--- config.mk ---
export PLATFORM = sky130hd
export DESIGN_NAME = p2r_top
export DESIGN_NICKNAME = d
export VERILOG_FILES = /design/src/logic/p2r_pkg.sv /design/src/logic/coeff_mem.sv /design/src/logic/p2r_ctrl.sv /design/src/logic/p2r_split.sv /design/src/logic/sk_wr_buf.sv /design/src/logic/p2r_top.sv
export SDC_FILE = /design/constraint.sdc
export NUM_CORES = 2
export LEC_CHECK = 0
export ABC_AREA = 1
export BUFFER_PORTS_ARGS = -buffer_cell sky130_fd_sc_hd__clkbuf_2
export CAP_MARGIN = 0
export CORE_MARGIN = 2
export CORE_UTILIZATION = 25
export DETAILED_ROUTE_END_ITERATION = 10
export SLEW_MARGIN = 5
export SYNTH_ARGS = -nofsm -noshare
export SYNTH_HDL_FRONTEND = slang
export SYNTH_SLANG_ARGS = --single-unit
--- constraint.sdc ---
create_clock -name clk -period 2.59 [get_ports clk]
set_clock_uncertainty 0.2 [all_clocks]
set_input_delay 0.1295 -clock clk [delete_from_list [all_inputs] [get_ports clk]]
set_output_delay 0.1295 -clock clk [all_outputs]
set_load 0.01 [all_outputs]
--- src/logic/p2r_pkg.sv ---
// ----------------------------------------------------------------------
// power2round shared definitions
// coefficient and split widths, vector types, controller state type
// ----------------------------------------------------------------------

package p2r_pkg;

    // ------------------------------------------------------------------
    // widths
    // ------------------------------------------------------------------
    // coefficient t, always below q = 8380417
    localparam int COEFF_W = 23;

    // dropped low bits, d in the spec
    localparam int D_BITS = 13;

    // high part keeps the remaining bits
    localparam int T1_W = COEFF_W - D_BITS;

    // ------------------------------------------------------------------
    // types
    // ------------------------------------------------------------------
    typedef logic [COEFF_W-1:0] coeff_t;

    typedef logic [T1_W-1:0] t1_t;

    // 4096 - t0, always in 0..8191
    typedef logic [D_BITS-1:0] t0_enc_t;

    // controller sequence, one pass per host request
    typedef enum logic [1:0] {
        P2R_IDLE  = 2'd0,
        P2R_RUN   = 2'd1,
        P2R_FLUSH = 2'd2,
        P2R_ACK   = 2'd3
    } p2r_state_t;

endpackage

--- src/logic/coeff_mem.sv ---
// ----------------------------------------------------------------------
// coefficient source memory
// host loaded, one registered read per cycle for the split datapath
// ----------------------------------------------------------------------
`timescale 1ns/1ps

module coeff_mem #(
    parameter int NUM_COEFF = 64
) (
    input  logic                       clk,
    input  logic                       reset_n,
    input  logic                       load_en,
    input  logic [$clog2(NUM_COEFF)-1:0] load_addr,
    input  p2r_pkg::coeff_t            load_data,
    input  logic                       rd_en,
    input  logic [$clog2(NUM_COEFF)-1:0] rd_addr,
    output p2r_pkg::coeff_t            rd_data,
    output logic                       rd_valid
);

    localparam int ADDR_W = $clog2(NUM_COEFF);

    p2r_pkg::coeff_t mem [NUM_COEFF];

    // host write port
    always_ff @(posedge clk) begin
        if (load_en) begin
            mem[load_addr] <= load_data;
        end
    end

    // registered read data
    always_ff @(posedge clk) begin
        if (rd_en) begin
            rd_data <= mem[rd_addr[ADDR_W-1:0]];
        end
    end

    always_ff @(posedge clk or negedge reset_n) begin
        if (!reset_n) begin
            rd_valid <= 1'b0;
        end else begin
            rd_valid <= rd_en;
        end
    end

endmodule

--- src/logic/p2r_ctrl.sv ---
// ----------------------------------------------------------------------
// power2round controller
// sequences coefficient reads, counts pk write addresses, holds off
// reads under buffer back-pressure and runs the host start handshake
// ----------------------------------------------------------------------
`timescale 1ns/1ps

module p2r_ctrl #(
    parameter int NUM_COEFF = 64
) (
    input  logic                         clk,
    input  logic                         reset_n,
    input  logic                         start_req,
    input  logic                         rd_valid,
    input  logic                         buf_stall,
    input  logic                         buf_empty,
    input  logic                         pk_wren,
    output logic                         start_ack,
    output logic                         rd_en,
    output logic [$clog2(NUM_COEFF)-1:0] rd_addr,
    output logic [$clog2(NUM_COEFF)-1:0] pk_addr
);

    localparam int ADDR_W = $clog2(NUM_COEFF);
    localparam logic [ADDR_W-1:0] LAST_ADDR = ADDR_W'(NUM_COEFF - 1);

    p2r_pkg::p2r_state_t state;
    p2r_pkg::p2r_state_t state_nxt;
    // reads issued whose rd_valid has not come back yet
    logic [1:0]          inflight;
    logic                pipe_empty;

    // reads only in RUN, and never against a filling sk buffer
    assign rd_en     = (state == p2r_pkg::P2R_RUN) && !buf_stall;
    assign start_ack = (state == p2r_pkg::P2R_ACK);

    // pk_wren doubles as the split stage valid
    assign pipe_empty = (inflight == '0) && !pk_wren;

    // ------------------------------------------------------------------
    // state machine
    // ------------------------------------------------------------------
    always_comb begin
        state_nxt = state;
        case (state)
            p2r_pkg::P2R_IDLE: begin
                if (start_req) begin
                    state_nxt = p2r_pkg::P2R_RUN;
                end
            end
            p2r_pkg::P2R_RUN: begin
                if (rd_en && (rd_addr == LAST_ADDR)) begin
                    state_nxt = p2r_pkg::P2R_FLUSH;
                end
            end
            p2r_pkg::P2R_FLUSH: begin
                if (pipe_empty && buf_empty) begin
                    state_nxt = p2r_pkg::P2R_ACK;
                end
            end
            p2r_pkg::P2R_ACK: begin
                if (!start_req) begin
                    state_nxt = p2r_pkg::P2R_IDLE;
                end
            end
        endcase
    end

    always_ff @(posedge clk or negedge reset_n) begin
        if (!reset_n) begin
            state <= p2r_pkg::P2R_IDLE;
        end else begin
            state <= state_nxt;
        end
    end

    // ------------------------------------------------------------------
    // counters
    // ------------------------------------------------------------------
    // read address, restarts from 0 on every run
    always_ff @(posedge clk or negedge reset_n) begin
        if (!reset_n) begin
            rd_addr <= '0;
        end else if (state == p2r_pkg::P2R_IDLE) begin
            rd_addr <= '0;
        end else if (rd_en) begin
            rd_addr <= rd_addr + 1'b1;
        end
    end

    always_ff @(posedge clk or negedge reset_n) begin
        if (!reset_n) begin
            inflight <= '0;
        end else begin
            case ({rd_en, rd_valid})
                2'b10:   inflight <= inflight + 1'b1;
                2'b01:   inflight <= inflight - 1'b1;
                default: inflight <= inflight;
            endcase
        end
    end

    // pk write address, one step per pk write
    always_ff @(posedge clk or negedge reset_n) begin
        if (!reset_n) begin
            pk_addr <= '0;
        end else if (state == p2r_pkg::P2R_IDLE) begin
            pk_addr <= '0;
        end else if (pk_wren) begin
            pk_addr <= pk_addr + 1'b1;
        end
    end

endmodule

--- src/logic/p2r_split.sv ---
// ----------------------------------------------------------------------
// power2round split stage
// t1 = (t + 4095) >> 13 and the encoded low part 4096 - t0,
// registered one cycle after each valid read
// ----------------------------------------------------------------------
`timescale 1ns/1ps

module p2r_split (
    input  logic               clk,
    input  logic               reset_n,
    input  p2r_pkg::coeff_t    rd_data,
    input  logic               rd_valid,
    output p2r_pkg::t1_t       t1,
    output p2r_pkg::t0_enc_t   t0_enc,
    output logic               split_valid
);

    // rounding offset 2^(d-1) - 1
    localparam p2r_pkg::coeff_t ROUND_OFS = p2r_pkg::coeff_t'((1 << (p2r_pkg::D_BITS - 1)) - 1);
    localparam p2r_pkg::t0_enc_t HALF = p2r_pkg::t0_enc_t'(1 << (p2r_pkg::D_BITS - 1));

    p2r_pkg::coeff_t   rounded;
    p2r_pkg::t1_t      t1_nxt;
    p2r_pkg::t0_enc_t  t0_enc_nxt;

    // t < q keeps t + 4095 inside 23 bits, no carry out
    assign rounded = rd_data + ROUND_OFS;
    assign t1_nxt  = rounded[p2r_pkg::COEFF_W-1:p2r_pkg::D_BITS];

    // t1*2^13 vanishes mod 2^13, and 4096 - t0 lands in 0..8191,
    // so only the low bits of t matter
    assign t0_enc_nxt = HALF - rd_data[p2r_pkg::D_BITS-1:0];

    always_ff @(posedge clk) begin
        if (rd_valid) begin
            t1     <= t1_nxt;
            t0_enc <= t0_enc_nxt;
        end
    end

    always_ff @(posedge clk or negedge reset_n) begin
        if (!reset_n) begin
            split_valid <= 1'b0;
        end else begin
            split_valid <= rd_valid;
        end
    end

endmodule

--- src/logic/sk_wr_buf.sv ---
// ----------------------------------------------------------------------
// secret-key write buffer
// four-entry FIFO of encoded t0, drained to the shared sk memory
// port under sk_grant, with the sk write address counter
// ----------------------------------------------------------------------
`timescale 1ns/1ps

module sk_wr_buf #(
    parameter int NUM_COEFF = 64
) (
    input  logic                         clk,
    input  logic                         reset_n,
    input  logic                         start_req,
    input  logic                         split_valid,
    input  p2r_pkg::t0_enc_t             t0_enc,
    input  logic                         sk_grant,
    output logic                         sk_wren,
    output logic [$clog2(NUM_COEFF)-1:0] sk_addr,
    output p2r_pkg::t0_enc_t             sk_data,
    output logic                         buf_stall,
    output logic                         buf_empty
);

    localparam int ADDR_W = $clog2(NUM_COEFF);
    localparam int DEPTH  = 4;
    localparam int PTR_W  = $clog2(DEPTH);

    p2r_pkg::t0_enc_t  fifo [DEPTH];
    logic [PTR_W-1:0]  wr_ptr;
    logic [PTR_W-1:0]  rd_ptr;
    logic [PTR_W:0]    count;
    logic              push;
    logic              pop;

    assign push = split_valid;
    assign pop  = sk_wren & sk_grant;

    // entry storage
    always_ff @(posedge clk) begin
        if (push) begin
            fifo[wr_ptr] <= t0_enc;
        end
    end

    always_ff @(posedge clk or negedge reset_n) begin
        if (!reset_n) begin
            wr_ptr <= '0;
            rd_ptr <= '0;
            count  <= '0;
        end else begin
            if (push) begin
                wr_ptr <= wr_ptr + 1'b1;
            end
            if (pop) begin
                rd_ptr <= rd_ptr + 1'b1;
            end
            case ({push, pop})
                2'b10:   count <= count + 1'b1;
                2'b01:   count <= count - 1'b1;
                default: count <= count;
            endcase
        end
    end

    // sk address, restarts with every run
    always_ff @(posedge clk or negedge reset_n) begin
        if (!reset_n) begin
            sk_addr <= '0;
        end else if (!start_req) begin
            sk_addr <= '0;
        end else if (pop) begin
            sk_addr <= sk_addr + ADDR_W'(1);
        end
    end

    assign sk_wren   = (count != '0);
    assign sk_data   = fifo[rd_ptr];
    assign buf_empty = (count == '0);

    // two held entries plus the two reads still in the pipe
    assign buf_stall = (count >= (PTR_W+1)'(2));

endmodule

--- src/logic/p2r_top.sv ---
// ----------------------------------------------------------------------
// power2round subsystem top
// read, split, then pk write and buffered sk drain
// ----------------------------------------------------------------------
`timescale 1ns/1ps

module p2r_top #(
    parameter int NUM_COEFF = 64
) (
    input  logic                         clk,
    input  logic                         reset_n,
    input  logic                         start_req,
    input  logic                         load_en,
    input  logic [$clog2(NUM_COEFF)-1:0] load_addr,
    input  p2r_pkg::coeff_t              load_data,
    input  logic                         sk_grant,
    output logic                         start_ack,
    output logic                         pk_wren,
    output logic [$clog2(NUM_COEFF)-1:0] pk_addr,
    output p2r_pkg::t1_t                 pk_data,
    output logic                         sk_wren,
    output logic [$clog2(NUM_COEFF)-1:0] sk_addr,
    output p2r_pkg::t0_enc_t             sk_data
);

    localparam int ADDR_W = $clog2(NUM_COEFF);

    logic              rd_en;
    logic [ADDR_W-1:0] rd_addr;
    p2r_pkg::coeff_t   rd_data;
    logic              rd_valid;
    p2r_pkg::t0_enc_t  t0_enc;
    logic              split_valid;
    logic              buf_stall;
    logic              buf_empty;

    // ------------------------------------------------------------------
    // read and control
    // ------------------------------------------------------------------
    coeff_mem #(
        .NUM_COEFF (NUM_COEFF)
    ) u_coeff_mem (
        .clk       (clk),
        .reset_n   (reset_n),
        .load_en   (load_en),
        .load_addr (load_addr),
        .load_data (load_data),
        .rd_en     (rd_en),
        .rd_addr   (rd_addr),
        .rd_data   (rd_data),
        .rd_valid  (rd_valid)
    );

    p2r_ctrl #(
        .NUM_COEFF (NUM_COEFF)
    ) u_p2r_ctrl (
        .clk       (clk),
        .reset_n   (reset_n),
        .start_req (start_req),
        .rd_valid  (rd_valid),
        .buf_stall (buf_stall),
        .buf_empty (buf_empty),
        .pk_wren   (pk_wren),
        .start_ack (start_ack),
        .rd_en     (rd_en),
        .rd_addr   (rd_addr),
        .pk_addr   (pk_addr)
    );

    // ------------------------------------------------------------------
    // split and write paths
    // ------------------------------------------------------------------
    p2r_split u_p2r_split (
        .clk         (clk),
        .reset_n     (reset_n),
        .rd_data     (rd_data),
        .rd_valid    (rd_valid),
        .t1          (pk_data),
        .t0_enc      (t0_enc),
        .split_valid (split_valid)
    );

    // pk side has no back-pressure
    assign pk_wren = split_valid;

    sk_wr_buf #(
        .NUM_COEFF (NUM_COEFF)
    ) u_sk_wr_buf (
        .clk         (clk),
        .reset_n     (reset_n),
        .start_req   (start_req),
        .split_valid (split_valid),
        .t0_enc      (t0_enc),
        .sk_grant    (sk_grant),
        .sk_wren     (sk_wren),
        .sk_addr     (sk_addr),
        .sk_data     (sk_data),
        .buf_stall   (buf_stall),
        .buf_empty   (buf_empty)
    );

endmodule

==> metrics.md <==
| Metric | Value |
|---|---|
| Proportion of total power due to net switching | approximately 28% |
| Worst path arrival time | roughly 3 ns |
| Critical path startpoint | u_p2r_ctrl.rd_addr[0]$_DFFE_PN0P_ |
| Max-capacitance violation count | 0 |
| Share of the yosys chip area belonging to registers | a little under three quarters |
| CP startpoint kind | flip-flop |
| Total placed instance area | 0.07382 mm² |
| Final Hold Vio Count | 0 |
| Leakage | 29.92 nW |
| Number of endpoints failing setup at the final stage | 1 |
| R2R setup slack | -0.005 ns |
| Maximum number of pins on one net before global-route repair | 71 |
| FF-to-FF Start | u_p2r_ctrl.rd_addr[0]$_DFFE_PN0P_ |
| Synth cell types | 32 |
| Cell area after layout | approximately 0.08 mm² |
| Gate count of the mapped netlist | between 5000 and 6000 |
| Basic-gate share of the synthesized area counting and, or, nand and nor cells | 19.83% |
| Area grow syn2layout | 19.91% |
| Die height | between 500 and 600 µm |
| Average cell area after synthesis | 11.13 µm² |
| Psw | around 0.017 W |
| Dominant combinational cell family by area after synthesis | simple AND/OR/NAND/NOR gates |
| Synthesized-area fraction occupied by xor and xnor cells | less than 1% |
| Required arrival time at the worst endpoint | 2.92 ns |
| Share of power burned in the clock network | between 30% and 40% |
| First-pass GRT wire length | 277300 µm |
| Placer's final routability congestion estimate | between 0.8 and 0.9 |
| Number of pins exceeding their max-slew limit in the final report | 0 |
| Clock sinks | approximately 1600 |
| Syn nets | 6035 |
| Status | finished, violations left |
| Initial antenna violation count | 16 |
| Worst setup path class | reg -> reg |
| Transition time at the pin with the least slew margin | around 1.1 ns |
| Destination of the critical timing path | u_coeff_mem.rd_data[0]$_DFFE_PP_ |
| Post-DRT Antenna Nets | 0 |
| Via density per instance | about 4.5 |
| Int Power | around 0.046 W |
| CTS tree | built |
| Area of the mapped netlist | 0.06660 mm² |
| Min cycle time layout | between 2 and 3 ns |
| Violations in the final reports | design-rule violations, negative setup slack |
| Total die area | 0.2705 mm² |
| Initial detailed-routing violation count | around 5100 |
| Worst-Skew Late Latency | just over 0.8 ns |
| Standard-cell row count | roughly 190 |
| DP HPWL | ~110000 µm |
| Adder-Cell Fraction of Synth Area | 0.2931% |
| Portion of total power attributed to combinational logic | between 10% and 20% |
| Count of port buffers added during placement | 71 |
| Critical path peak fanout | 12 |
| Number of H-tree levels | 4 |
| Compound-cell area share of the yosys netlist | between 2 and 2.5% |
| Worst max-slew margin expressed relative to the limit | between 20% and 30% |
| CTS Buf Count | 165 |
| GR Overflow Total | 0 |
| Final routed wirelength across all metal layers | roughly 190000 µm |
| Via Count | 44910 |
| Number of detailed-routing iterations run before antenna repair | 10 |
| Initial Utilization | between 20% and 30% |
| Endpoint of the worst register-to-register path | u_coeff_mem.rd_data[0]$_DFFE_PP_ |
| Final Worst Setup Slack | -0.004791 ns |
| Number of cells on the worst reg-to-reg path | 11 |
| Maximum resistive drop on vdd | around 0.6 mV |
| Vias in the first global route | between 40000 and 50000 |
| Worst hold-check path type | in -> reg |
| Net count reported at finish | about 6300 |
| Largest buffer count on any clock path | 3 |
| Final worst-path cycle share | 100.2% |
| Wire per inst | between 15 and 20 µm |
| Synth Register Bits | 1601 |
| Pwr Density | roughly 790 mW/mm² |
| Sequential fraction of design power | between 40 and 50% |
| RSZ-0062 raised after global routing | true |
| Final core utilization | a little under a third |
| Chip width | 520.1 µm |
| Clock-pin slew on the worst setup and hold paths | approximately 0.06 ns |
| Layout cells sized above 1 | roughly 11% |
| Placeable core region | 0.2651 mm² |
| Fillcell total | between 20000 and 30000 |
| Origin of the worst min-delay path | load_addr[5] |
| Synth warnings | 0 |
| Count of pins on the block boundary | 72 |
| Total GRT Usage | a little over an eighth |
| Multiplexer fraction of the synthesized cell area | 0% |
| DRC errors left | 20 |
| Peak Freq | around 390 MHz |
| CTS Root Buffer Type | clkbuf_16 |
| Critical path endpoint category | flip-flop |
cell usage in the layout, fill, tap and decap left out, types with 69 or more instances in the layout:
cell type / n
clkbuf_16: 170
a21oi_1: 106
nor2_2: 72
buf_12: 110
o211ai_1: 69
o21ai_0: 87
buf_4: 188
nor2_1: 282
nand2_1: 2020
clkbuf_2: 69
edfxtp_1: 1570
nand3_1: 795
inv_1: 506
cells by family after synthesis:
kind of cell	after synthesis
xor gates and xnor gates	23
and+or+nand+nor	3227
AOI/OAI and AO/OA	282
adders and majority gates	15
buffers and inverters	838
DFF	1601
per-layer routing:
| layer | global-route usage, % | wire, µm |
|---|---|---|
| met1 | 18.73 | 81550 |
| met2 | 21.58 | 87260 |
| met3 | 2.277 | 14830 |
| met4 | 4.165 | 4774 |
| met5 | 0 | 57 |
worst min-delay path by stage:
stage | cells after the start | to
2_1_floorplan | 0 | u_coeff_mem.rd_valid$_DFF_PN0_
3_3_place_gp | 1 | u_sk_wr_buf.sk_addr[2]$_DFFE_PN0P_
3_5_place_dp | 1 | u_sk_wr_buf.rd_ptr[0]$_DFFE_PN0P_
4_1_cts | 6 | u_sk_wr_buf.sk_addr[2]$_DFFE_PN0P_
5_1_grt | 5 | u_coeff_mem.mem[17][3]$_DFFE_PP_
6_report | 3 | u_coeff_mem.mem[39][8]$_DFFE_PP_
power by group through the flow:
stage,Combinational [W],Clock (W),Sequential (W)
after global routing,0.0111,0.0248,0.0296
after global placement,0.00960,0,0.0301
after detailed placement,0.00974,0,0.0301
final,0.0101,0.0234,0.0296
after floorplan,0.00565,0,0.0299
after CTS,0.00990,0.0238,0.0296
timing repair:
action                                  4_1_cts  5_1_grt
cloned                                        1        4
hold buffers                                 36        0
hold endpoints to repair                   1128        0
gates resized for setup                      20       29
setup buffers                                 0        4
endpoints found under the setup margin       24       32
cell usage after synthesis:
cell type / number / area share (%)
dfrtp_1: 31 / 1.2
o211ai_1: 69 / 0.78
nand2_1: 2032 / 11
nand3_1: 804 / 6.0
ha_1: 14 / 0.26
inv_2: 2 / 0.011
nand3b_1: 1 / 0.011
nor3_1: 10 / 0.075
xnor2_1: 7 / 0.092
buf_4: 17 / 0.19
nor4_1: 8 / 0.075
o21ai_1: 2 / 0.015
nand4_1: 16 / 0.15
buf_1: 22 / 0.12
a21oi_1: 106 / 0.80
and3_1: 1 / 0.0094
edfxtp_1: 1570 / 71
a211oi_1: 1 / 0.011
clkbuf_1: 82 / 0.46
inv_1: 512 / 2.9
nor2_1: 353 / 2.0
a41oi_1: 1 / 0.013
o22ai_1: 13 / 0.12
buf_2: 202 / 1.5
clkinv_1: 1 / 0.0056
fa_1: 1 / 0.030
a31oi_1: 2 / 0.019
o21ai_0: 87 / 0.65
xor2_1: 16 / 0.21
nor2_2: 1 / 0.0094
or2_2: 1 / 0.0094
a31o_2: 1 / 0.013
per-stage QoR:
step                      hold WS [ns]  instances  worst slack, ns  total power (W)    TNS, ns
after floorplan                -0.3661       5986          -0.1855          0.03557     -34.13
after global placement         0.05967       9570          -0.1020          0.03966    -0.4084
after detailed placement       0.07824       9570          -0.1689          0.03983    -0.5288
after CTS                     0.006324       9906         0.004208          0.06324          0
after global routing           0.04667       9916         -0.03375          0.06546    -0.1357
final                          0.04641       9922        -0.004791          0.06307  -0.004791
final cells by class:
type	instances	area, µm²	area share (%)
repair buffers	417	4609	5.772
diodes	9	22.52	0.02820
repair inverters	1	7.507	0.009401
clock buffers	205	4362	5.462
multi-input cells	3547	15590	19.52
flip-flops and latches	1601	47930	60.03
inverters	515	1969	2.466
well taps	3533	4420	5.536
clock inverters	94	940.9	1.178
state kept, by name, indices dropped and copies added, names as in the netlist, 6 cells and up:
register and flops:
u_coeff_mem.mem 1472, u_coeff_mem.rd_data 23, u_p2r_ctrl.pk_addr 6, u_p2r_ctrl.rd_addr 6, u_p2r_split.t0_enc 13, u_p2r_split.t1 10, u_sk_wr_buf.fifo 52, u_sk_wr_buf.sk_addr 6
critical path, stage by stage (launching register included):
cell and delay [ns]:
dfrtp_4 0.55, inv_12 0.20, buf_16 0.21, buf_12 0.16, buf_4 0.14, nand2_1 0.05
nand3_1 0.06, a21oi_1 0.08, nor2_2 0.21, nand2_1 0.18, nand3_2 0.15, nand2_1 0.08
No activity file was read; power rests on OpenSTA's default activity.
